==> src/verilog/decode_pkg.sv <==
package decode_pkg;

    // fetch delivers fixed 32-bit instructions
    localparam int INST_W = 32;

    // major opcode, taken from inst[6:2]
    typedef enum logic [4:0] {
        LOAD      = 5'b00000,
        OP_IMM    = 5'b00100,
        AUIPC     = 5'b00101,
        OP_IMM_32 = 5'b00110,
        STORE     = 5'b01000,
        OP        = 5'b01100,
        LUI       = 5'b01101,
        OP_32     = 5'b01110,
        BRANCH    = 5'b11000,
        JALR      = 5'b11001,
        JAL       = 5'b11011
    } major_op_e;

    // backend pipeline select
    typedef enum logic [3:0] {
        PIPE_NONE   = 4'd0,
        PIPE_XARITH = 4'd1,
        PIPE_XLOGIC = 4'd2
    } pipe_e;

    // arithmetic unit operation
    typedef enum logic [1:0] {
        XARITH_ADD = 2'd0,
        XARITH_SLT = 2'd1
    } xarith_op_e;

    // logic unit operation
    typedef enum logic [2:0] {
        XLOGIC_AND = 3'd0,
        XLOGIC_OR  = 3'd1,
        XLOGIC_XOR = 3'd2,
        XLOGIC_SHF = 3'd3
    } xlogic_op_e;

    // arithmetic unit controls
    // cmp_mode and branch bits kept for issue, always zero here
    typedef struct packed {
        xarith_op_e op;
        logic       sub;
        logic       is_unsigned;
        logic       cmp_mode;
        logic       branch_equal;
        logic       branch_invert;
        logic       word;
    } xarith_ctrl_t;

    // logic unit controls
    typedef struct packed {
        xlogic_op_e op;
        logic       invert;
        logic [1:0] sll;
        logic       word;
    } xlogic_ctrl_t;

    // one decoded instruction as handed to issue
    typedef struct packed {
        logic         legal;
        logic [4:0]   rs1;
        logic [4:0]   rs2;
        logic [4:0]   rd;
        logic [31:0]  imm;
        pipe_e        pipe;
        logic         op2_sel;
        xarith_ctrl_t xarith;
        xlogic_ctrl_t xlogic;
    } decoded_t;

    // both lanes, lane0 in the low half
    typedef struct packed {
        decoded_t lane1;
        decoded_t lane0;
    } decoded_pair_t;

endpackage
==> src/verilog/dual_decode.sv <==
`timescale 1ns/1ps

module dual_decode
    import decode_pkg::*;
(
    input  logic              i_clk,
    input  logic              i_rst_n,
    input  logic              i_input_valid,
    output logic              o_input_ready,
    input  logic [INST_W-1:0] i_inst0,
    input  logic [INST_W-1:0] i_inst1,
    input  logic              i_output_ready,
    output logic              o_output_valid,
    output decoded_t          o_bundle0,
    output decoded_t          o_bundle1
);
    // skid carries the whole pair as one flat word
    localparam int DATA_W = $bits(decoded_pair_t);

    decoded_t          dec0;
    decoded_t          dec1;
    decoded_pair_t     pair_in;
    decoded_pair_t     pair_out;
    logic [DATA_W-1:0] skid_out;

    // lane 0 is the older instruction
    inst_decoder u_dec0 (
        .i_inst (i_inst0),
        .o_dec  (dec0)
    );

    inst_decoder u_dec1 (
        .i_inst (i_inst1),
        .o_dec  (dec1)
    );

    assign pair_in.lane0 = dec0;
    assign pair_in.lane1 = dec1;

    // holds the decoded pair while issue stalls
    skid_buffer #(
        .DATA_W (DATA_W)
    ) u_skid (
        .i_clk   (i_clk),
        .i_rst_n (i_rst_n),
        .i_valid (i_input_valid),
        .o_ready (o_input_ready),
        .i_data  (pair_in),
        .o_valid (o_output_valid),
        .i_ready (i_output_ready),
        .o_data  (skid_out)
    );

    assign pair_out  = skid_out;
    assign o_bundle0 = pair_out.lane0;
    assign o_bundle1 = pair_out.lane1;

endmodule

==> src/verilog/skid_buffer.sv <==
`timescale 1ns/1ps

module skid_buffer #(
    parameter int DATA_W = 32
) (
    input  logic              i_clk,
    input  logic              i_rst_n,
    input  logic              i_valid,
    output logic              o_ready,
    input  logic [DATA_W-1:0] i_data,
    output logic              o_valid,
    input  logic              i_ready,
    output logic [DATA_W-1:0] o_data
);
    // output stage
    logic [DATA_W-1:0] out_data;
    logic              out_valid;
    // skid stage
    logic [DATA_W-1:0] skid_data;
    logic              skid_full;
    logic              in_xfer;
    logic              out_open;

    // ready is just the registered skid occupancy
    assign o_ready  = ~skid_full;
    assign in_xfer  = i_valid & o_ready;
    // output reg can take new data when empty or draining
    assign out_open = ~out_valid | i_ready;

    always_ff @(posedge i_clk) begin
        if (i_rst_n) begin
            out_valid <= 1'b0;
            skid_full <= 1'b0;
        end else if (out_open) begin
            // skid entry has priority, it is older
            out_valid <= skid_full | in_xfer;
            skid_full <= 1'b0;
        end else if (in_xfer) begin
            // stalled, park the pair
            skid_full <= 1'b1;
        end
    end

    always_ff @(posedge i_clk) begin
        if (out_open) begin
            if (skid_full) begin
                out_data <= skid_data;
            end else if (in_xfer) begin
                out_data <= i_data;
            end
        end else if (in_xfer) begin
            skid_data <= i_data;
        end
    end

    assign o_valid = out_valid;
    assign o_data  = out_data;

endmodule

==> src/verilog/inst_decoder.sv <==
`timescale 1ns/1ps

module inst_decoder
    import decode_pkg::*;
(
    input  logic [INST_W-1:0] i_inst,
    output decoded_t          o_dec
);
    major_op_e   opcode;
    logic [2:0]  funct3;
    logic [6:0]  funct7;
    logic [31:0] imm;
    // funct7 / shift upper field matches
    logic        f7_zero;
    logic        f7_alt;
    logic        f6_zero;
    logic        f6_alt;

    assign opcode  = major_op_e'(i_inst[6:2]);
    assign funct3  = i_inst[14:12];
    assign funct7  = i_inst[31:25];
    assign f7_zero = funct7 == 7'b0000000;
    assign f7_alt  = funct7 == 7'b0100000;
    // rv64 immediate shifts use a 6-bit shamt, so only 6 upper bits
    assign f6_zero = i_inst[31:26] == 6'b000000;
    assign f6_alt  = i_inst[31:26] == 6'b010000;

    imm_gen u_imm (
        .i_inst (i_inst),
        .o_imm  (imm)
    );

    always_comb begin
        // controls default to zero
        o_dec     = '0;
        o_dec.rs1 = i_inst[19:15];
        o_dec.rs2 = i_inst[24:20];
        o_dec.rd  = i_inst[11:7];
        o_dec.imm = imm;

        case (opcode)
            // addi slti sltiu xori ori andi slli srli srai
            OP_IMM: begin
                o_dec.op2_sel = 1'b1;
                case (funct3)
                    3'b000: begin
                        o_dec.legal     = 1'b1;
                        o_dec.pipe      = PIPE_XARITH;
                        o_dec.xarith.op = XARITH_ADD;
                    end
                    3'b001: begin
                        o_dec.legal     = f6_zero;
                        o_dec.pipe      = PIPE_XLOGIC;
                        o_dec.xlogic.op = XLOGIC_SHF;
                    end
                    3'b010, 3'b011: begin
                        o_dec.legal              = 1'b1;
                        o_dec.pipe               = PIPE_XARITH;
                        o_dec.xarith.op          = XARITH_SLT;
                        o_dec.xarith.is_unsigned = funct3[0];
                    end
                    3'b100: begin
                        o_dec.legal     = 1'b1;
                        o_dec.pipe      = PIPE_XLOGIC;
                        o_dec.xlogic.op = XLOGIC_XOR;
                    end
                    3'b101: begin
                        // srli or srai
                        o_dec.legal     = f6_zero | f6_alt;
                        o_dec.pipe      = PIPE_XLOGIC;
                        o_dec.xlogic.op = XLOGIC_SHF;
                    end
                    3'b110: begin
                        o_dec.legal     = 1'b1;
                        o_dec.pipe      = PIPE_XLOGIC;
                        o_dec.xlogic.op = XLOGIC_OR;
                    end
                    default: begin
                        // andi
                        o_dec.legal     = 1'b1;
                        o_dec.pipe      = PIPE_XLOGIC;
                        o_dec.xlogic.op = XLOGIC_AND;
                    end
                endcase
            end
            // add sub sll slt sltu xor srl sra or and
            OP: begin
                case (funct3)
                    3'b000: begin
                        o_dec.legal      = f7_zero | f7_alt;
                        o_dec.pipe       = PIPE_XARITH;
                        o_dec.xarith.op  = XARITH_ADD;
                        o_dec.xarith.sub = funct7[5];
                    end
                    3'b010, 3'b011: begin
                        o_dec.legal              = f7_zero;
                        o_dec.pipe               = PIPE_XARITH;
                        o_dec.xarith.op          = XARITH_SLT;
                        o_dec.xarith.is_unsigned = funct3[0];
                    end
                    3'b001, 3'b101: begin
                        // only the right shift has an arithmetic variant
                        o_dec.legal     = f7_zero | (f7_alt & funct3[2]);
                        o_dec.pipe      = PIPE_XLOGIC;
                        o_dec.xlogic.op = XLOGIC_SHF;
                    end
                    3'b100: begin
                        o_dec.legal     = f7_zero;
                        o_dec.pipe      = PIPE_XLOGIC;
                        o_dec.xlogic.op = XLOGIC_XOR;
                    end
                    3'b110: begin
                        o_dec.legal     = f7_zero;
                        o_dec.pipe      = PIPE_XLOGIC;
                        o_dec.xlogic.op = XLOGIC_OR;
                    end
                    default: begin
                        o_dec.legal     = f7_zero;
                        o_dec.pipe      = PIPE_XLOGIC;
                        o_dec.xlogic.op = XLOGIC_AND;
                    end
                endcase
            end
            // addiw slliw srliw sraiw, plus addw subw sllw srlw sraw
            OP_IMM_32, OP_32: begin
                o_dec.op2_sel     = opcode == OP_IMM_32;
                o_dec.xarith.word = 1'b1;
                o_dec.xlogic.word = 1'b1;
                case (funct3)
                    3'b000: begin
                        // addiw has no funct7, addw/subw do
                        o_dec.legal      = (opcode == OP_IMM_32) | f7_zero | f7_alt;
                        o_dec.pipe       = PIPE_XARITH;
                        o_dec.xarith.op  = XARITH_ADD;
                        o_dec.xarith.sub = (opcode == OP_32) & funct7[5];
                    end
                    3'b001, 3'b101: begin
                        o_dec.legal     = f7_zero | (f7_alt & funct3[2]);
                        o_dec.pipe      = PIPE_XLOGIC;
                        o_dec.xlogic.op = XLOGIC_SHF;
                    end
                    // no other word ops in rv64i
                    default: o_dec.legal = 1'b0;
                endcase
            end
            // lui adds to x0 inside the arith unit, auipc to the pc
            LUI, AUIPC: begin
                o_dec.legal     = 1'b1;
                o_dec.pipe      = PIPE_XARITH;
                o_dec.op2_sel   = 1'b1;
                o_dec.xarith.op = XARITH_ADD;
            end
            // everything else stays illegal
            default: ;
        endcase
    end

endmodule

==> src/verilog/imm_gen.sv <==
`timescale 1ns/1ps

module imm_gen
    import decode_pkg::*;
(
    input  logic [INST_W-1:0] i_inst,
    output logic [31:0]       o_imm
);
    major_op_e opcode;
    logic      fmt_i;
    logic      fmt_s;
    logic      fmt_b;
    logic      fmt_u;
    logic      fmt_j;
    logic      sign;

    assign opcode = major_op_e'(i_inst[6:2]);
    assign sign   = i_inst[31];

    // format flags from the major opcode
    always_comb begin
        fmt_i = 1'b0;
        fmt_s = 1'b0;
        fmt_b = 1'b0;
        fmt_u = 1'b0;
        fmt_j = 1'b0;
        case (opcode)
            OP_IMM, OP_IMM_32, JALR, LOAD: fmt_i = 1'b1;
            STORE:                         fmt_s = 1'b1;
            BRANCH:                        fmt_b = 1'b1;
            LUI, AUIPC:                    fmt_u = 1'b1;
            JAL:                           fmt_j = 1'b1;
            // r format and unknown opcodes, sign-based bits only
            default: ;
        endcase
    end

    // bit 0 only exists in i and s
    assign o_imm[0]     = (fmt_s & i_inst[7]) | (fmt_i & i_inst[20]);
    // s/b take rd field, i/j take rs2 field
    assign o_imm[4:1]   = ({4{fmt_s | fmt_b}} & i_inst[11:8]) |
                          ({4{fmt_i | fmt_j}} & i_inst[24:21]);
    assign o_imm[10:5]  = fmt_u ? 6'd0 : i_inst[30:25];
    // bit 11 moves around per format
    assign o_imm[11]    = fmt_b ? i_inst[7] : (fmt_j ? i_inst[20] : (fmt_u ? 1'b0 : sign));
    assign o_imm[19:12] = (fmt_u | fmt_j) ? i_inst[19:12] : {8{sign}};
    assign o_imm[30:20] = fmt_u ? i_inst[30:20] : {11{sign}};
    assign o_imm[31]    = sign;

endmodule

==> config.mk <==
export PLATFORM = sky130hd
export DESIGN_NAME = dual_decode
export DESIGN_NICKNAME = d
export VERILOG_FILES = /design/src/verilog/decode_pkg.sv /design/src/verilog/dual_decode.sv /design/src/verilog/skid_buffer.sv /design/src/verilog/inst_decoder.sv /design/src/verilog/imm_gen.sv
export SDC_FILE = /design/constraint.sdc
export NUM_CORES = 1
export LEC_CHECK = 0
export BUFFER_PORTS_ARGS = -buffer_cell sky130_fd_sc_hd__buf_2
export CORE_MARGIN = 2
export CORE_UTILIZATION = 40
export CTS_CLUSTER_DIAMETER = 40
export DETAILED_ROUTE_END_ITERATION = 8
export GPL_TIMING_DRIVEN = 1
export MAX_ROUTING_LAYER = met4
export PLACE_DENSITY = 0.69
export SLEW_MARGIN = 10
export SYNTH_ARGS = -nofsm -noshare
export SYNTH_HDL_FRONTEND = slang
export SYNTH_SLANG_ARGS = --single-unit
==> constraint.sdc <==
create_clock -name i_clk -period 20.9 [get_ports i_clk]
set_input_delay 2.09 -clock i_clk [delete_from_list [all_inputs] [get_ports i_clk]]
set_output_delay 2.09 -clock i_clk [all_outputs]
set_load 0.03 [all_outputs]
; ---- Word-level counts from Yosys, hierarchy flattened
; Index checks and enable logic that the tools add are counted.
[op_classes]
reduce_logical = 28
multipliers = 0
n_div = 0
n_lt_le_gt_ge = 0
bitwise_logic = 38
n_addsub = 0
shift = 0
n_mux = 62
eq_ne = 36
[ops]
columns = operator, count
row1 = 136-bit 2-to-1 mux, 2
row2 = 5-bit by 4-bit equality test with 1-bit output (second input constant), 8
row3 = 5-bit by 3-bit equality test with 1-bit output (second input constant), 6
row4 = 5-bit equality test (second input constant), 6
row5 = 1-bit 2-to-1 mux, 28
row6 = 2-bit case mux with 3 select lines, 4
row7 = 11-bit 2-to-1 mux, 2
row8 = 2-bit OR reduction, 11
row9 = 1-bit OR, 20
row10 = 1-bit case mux with 2 select lines, 10
row11 = 3-bit equality test (second input constant), 6
row12 = 4-bit bitwise AND, 4
row13 = 8-bit 2-to-1 mux, 2
row14 = 2-bit case mux with 2 select lines, 4
row15 = 7-bit by 6-bit equality test with 1-bit output (second input constant), 2
row16 = 7-bit logical NOT, 2
row17 = 3-bit by 2-bit equality test with 1-bit output (second input constant), 4
row18 = 6-bit by 5-bit equality test with 1-bit output (second input constant), 2
row19 = 6-bit logical NOT, 2
row20 = 6-bit 2-to-1 mux, 2
row21 = 3-bit case mux with 2 select lines, 2
row22 = 3-bit OR reduction, 4
row23 = 5-bit logical NOT, 2
row24 = 1-bit bitwise AND, 9
row25 = 9 further kinds, 20
[word_totals]
latch_bits = 0
register_bits = 250
memories = 0
romBits = 0
ram_bits = 0
wordCells = 168

; ---- Logic depth before layout (Yosys ltp)
[depth]
ltp_word = 8
depth_mapped = 7
depth_no_buf = 5

; ---- Cells and area by module
; From an unflattened synthesis, not the netlist that was laid out.
[hier_totals]
hier_cells = 717
area_unflattened_um2 = 11991.5
[modules_own_cells]
columns = mod, cells_each, area_per_inst_um2, instances, seq_area_each_um2
row1 = skid_buffer, 433, 10297.4, 1, 8207.9
row2 = imm_gen, 74, 401.6, 2, 0.0
row3 = inst_decoder at u_dec0, 69, 464.2, 1, 0.0
row4 = inst_decoder at u_dec1, 67, 426.7, 1, 0.0

; ---- Least setup slack after synthesis
; OpenSTA, ideal clock, no wires.
[synth_path]
path_type = in2reg
startpoint = in i_output_ready
endpoint = reg u_skid.skid_data[100], enable pin
stages = 2
t_arrival_ns = 10.596
slack_ns = 9.554
n_path_buf = 0
t_required_ns = 20.150
cell_sequence = nand2b_1 -> nor3b_1
[synth_between]
elab_chain_cells = 3
[synth_rtl]
columns = item, line_no
row1 = "start, declared", dual_decode.sv:12  ; input logic i_output_ready,
row2 = 1-bit OR, skid_buffer.sv:28  ; assign out_open = ~out_valid | i_ready;
row3 = 1-bit inverter (no source line), --
row4 = 2-bit AND reduction (no source line), --
row5 = "end signal, assigned", skid_buffer.sv:52  ; skid_data <= i_data;
row6 = "end, declared", skid_buffer.sv:19  ; logic [DATA_W-1:0] skid_data;
; No other way between the ends.
; A chain may end at the register's enable or synchronous reset.

; ---- Worst setup path in the final report
[layout_path]
startpoint = reg u_skid.skid_full
endpoint = out o_input_ready
[layout_between]
elab_chain_cells = 1
[layout_rtl]
columns = item, line_no
row1 = "start, declared", skid_buffer.sv:20  ; logic skid_full;
row2 = "start signal, assigned", skid_buffer.sv:33  ; skid_full <= 1'b0;
row3 = "start signal, assigned", skid_buffer.sv:37  ; skid_full <= 1'b0;
row4 = "start signal, assigned", skid_buffer.sv:40  ; skid_full <= 1'b1;
row5 = 1-bit inverter, skid_buffer.sv:25  ; assign o_ready = ~skid_full;
row6 = "end, declared", dual_decode.sv:9  ; output logic o_input_ready,
; No other way between the ends.

==> results.md <==
- Post-CTS setup buffers: 0
- Post-synthesis compound-gate area fraction: 5.578%
- H-tree depth: 1
- Multiplexer share of the synthesized area: 11.08%
- Hold Crit Start: u_skid.skid_data[84]
- Worst path max stage delay: 0.58 ns
- Clock Path Buffers: 3
- Vias per std cell: 4.939
- DRC viols: 0
- Share of the synthesized area in the top cell type: 70.16%
- Fill count: 2128
- Vias in the first global route: 5738
- Net Sw Frac: 24.27%
- Status: completed
- Sw power: 290.4 uW
- Remaining Overflow, GRT: 0
- Gate power share: 9.7%
- Sequential area share after synthesis: 70.57%
- Synth Area in Adders: 0%
- Worst hold endpoint: u_skid.o_data[84]
- Worst hold path class: register to register
- Maximum number of pins on one net before global-route repair: 59
- CP arrival: 1.89 ns
- Power per cell area: 100.4 nW/um2
- Area grow syn2layout: 22.18%
- Dpl hpwl: 13.35 mm
- Critical Path RT: 18.81 ns
- GP Congestion: 0.7791
- Cell Int Power: 906.4 uW
- Worst path buffer plus inverter count: 2
- Pleak: 0.004495 uW
- #FFs+latches synth: 230
- Initial core utilization: 40.48%
- Seq pwr share: 45.2%
- CP cell instances: clkinv_2 > buf_2
- Worst slew margin: 42.08%
- Achievable Freq: 251.3 MHz
- XOR/XNOR Fraction of Synth Area: 0.1795%
- Clock sinks: 230
- MaxCap Viol Count: 0
- Tightest Pin Transition: 0.8688 ns
- DRT iter0 DRCs: 452
- Area contributors post-synth: edfxtp_1 (70%), mux2_2 (11%), nand2_1 (2.8%)
- Core Area: 24110 um2
- CP Max Fanout: 47
- Critical path capture point type: output port
- Layout Skew: 0.009440 ns
- CP Launch Point: u_skid.skid_full
- Final hold violation count: 0
- Antenna violations before repair: 2
- Worst hold stages: 2
- # resized after CTS: 0
- Max Slew Vio Count: 0
- Delay-heaviest family, CP: buffers and inverters
- RSZ-0062 raised after global routing: no
- Buffers on Ports: 181
- Fin crit share: 19.04%
- Synth Area in Simple Gates: 8.796%
- Setup TNS: 0 ns
- RR Endpoint: u_skid.o_data[51]
- Crit path depth: 2
- Post-synth cell types: 50
- Syn Area/Cell: 15.22 um2
- Io pins: 206
- Tot Pwr: 1197 uW
- Asr flop ratio synth: 0%
- Hold buffers post-CTS: 0
- Worst skew pair latency: 0.54 ns
- EDFF count, synth: 228
- Final nets: 889
- Crit Path Class: register to output port
- First-pass GRT wire length: 33.15 mm
- R2r worst-path depth: 3
- Clock slew at reported path FFs: 0.06 ns
- Primary FF master, synth: edfxtp_1
- Die area: 25660 um2
- Startpoint class of the critical path: register
- Synthesized area: 9758 um2
- CTS Root Cell: clkbuf_16
- Final setup vio count: 0
- First drt pass iteration count: 6
- Register area: 6888 um2
- WHS: 0.5377 ns
- Area leader, netlist: edfxtp_1
- Clock power share: 45.1%
- Total number of vias: 5779
- Die height: 160.2 um
- Die W: 160.2 um
- YS warnings: 0
- Area of the multi-input gates: 2589 um2
- Worst path slowest cell: clkinv_2
- Routed WL: 21.23 mm
- R2R setup slack: 17.96 ns
- Launch point of the worst reg-to-reg path: u_skid.skid_full
- Post-route ant nets: 0
- Cts bufs inserted: 31
- TritonCTS clock tree: yes
- Share of cells above drive strength 1: 41.00%
- GRT Total Usage: 16.79%
- # rows: 57
- Maximum VDD drop: 0.00004674 V
- Min Tclk post-route: 3.979 ns
- Cells after synthesis: 641
- Largest family of logic cells by synthesized area: multiplexers
- Post-DR wirelength/cell: 18.15 um
-- cell type report --
type,count,area share [%]
diodes,2,0.04198
clock inverters,22,2.330
well taps,324,3.400
multi-input cells,365,21.71
inverters,7,0.2309
clock buffers,34,6.601
repair buffers,186,7.913
flip-flops and latches,230,57.77
-- worst max path at each step --
stage                                        to  slack, ns
final                             o_input_ready      16.92
after detailed placement   u_skid.skid_data[41]      16.42
after global placement     u_skid.skid_data[45]      16.41
after CTS                         o_input_ready      16.85
after floorplan           u_skid.skid_data[100]       9.55
after global routing              o_input_ready      16.79
-- metal layers --
metal	global-route usage [%]	wire (um)	vias to the layer above
li1	-	-	2756
met1	22.89	9605	2829
met2	25.62	9941	170
met3	3.844	1348	24
met4	4.300	336	0
met5	-	0	-
-- cell families after synthesis --
| kind of cell | after synthesis |
|---|---|
| AO/OA/AOI/OAI | 73 |
| XOR/XNOR | 2 |
| buffers and inverters | 65 |
| flip-flops | 230 |
| multiplexers | 96 |
| other | 1 |
| AND/OR/NAND/NOR | 174 |
-- state kept, by name, indices dropped and copies added (netlist names) --
signal,cells
u_skid.o_data,114
u_skid.o_valid,1
u_skid.skid_data,114
u_skid.skid_full,1
-- Yosys cell counts, drive strengths merged (3+ instances only) --
master and n:
o31ai 9, a31oi 12, o21a 3, a31o 10, o21ai 10, nand3 14, mux2 96, nor3b 6
nor2 30, and2 16, clkbuf 12, nand3b 3, nor2b 8, nor3 5, buf 46, a22o 8
edfxtp 228, nand2b 7, nand2 72, inv 7, and3 3, nor4 3, a21oi 6
-- worst min-delay path: cells and delay by family, from the launching register on --
family             cells  cell delay [ns]
DFF                    1             0.31
AOI/OAI and AO/OA      1             0.06
and+or+nand+nor        1             0.05
-- power by group through the flow --
stage / clock [uW] / combinational, uW / sequential (uW)
global route: 568 / 125 / 543
floorplan: 0 / 48.5 / 587
detailed placement: 0 / 117 / 550
finish: 540 / 116 / 541
global placement: 0 / 115 / 550
CTS: 550 / 117 / 541
-- per-stage QoR --
| step | worst slack [ns] | instances | area, um2 | utilization, % |
|---|---|---|---|---|
| floorplan | 9.554 | 660 | 9829 | - |
| global placement | 16.41 | 1112 | 10850 | 45.02 |
| detailed placement | 16.42 | 1112 | 10850 | 45.02 |
| CTS | 16.85 | 1168 | 11920 | 49.44 |
| global route | 16.79 | 1170 | 11920 | 49.46 |
| finish | 16.92 | 1170 | 11920 | 49.46 |
-- cells in the final DEF, fill, tap and decap left out, types with 4 or more instances in the layout --
cell       instances
a21oi_1            6
a22o_1             8
a31o_1            10
a31oi_1           12
and2_1            16
buf_2            181
buf_4              5
bufinv_16          5
clkbuf_16         31
clkinv_2           6
conb_1            20
edfxtp_1         228
inv_1              6
inv_6              6
mux2_2            96
nand2_1           72
nand2b_1           6
nand3_1           14
nor2_1            30
nor2b_1            7
nor3_1             5
nor3b_2            4
o21ai_0            9
o31ai_1            8
Power figures use the tool's default switching activity.
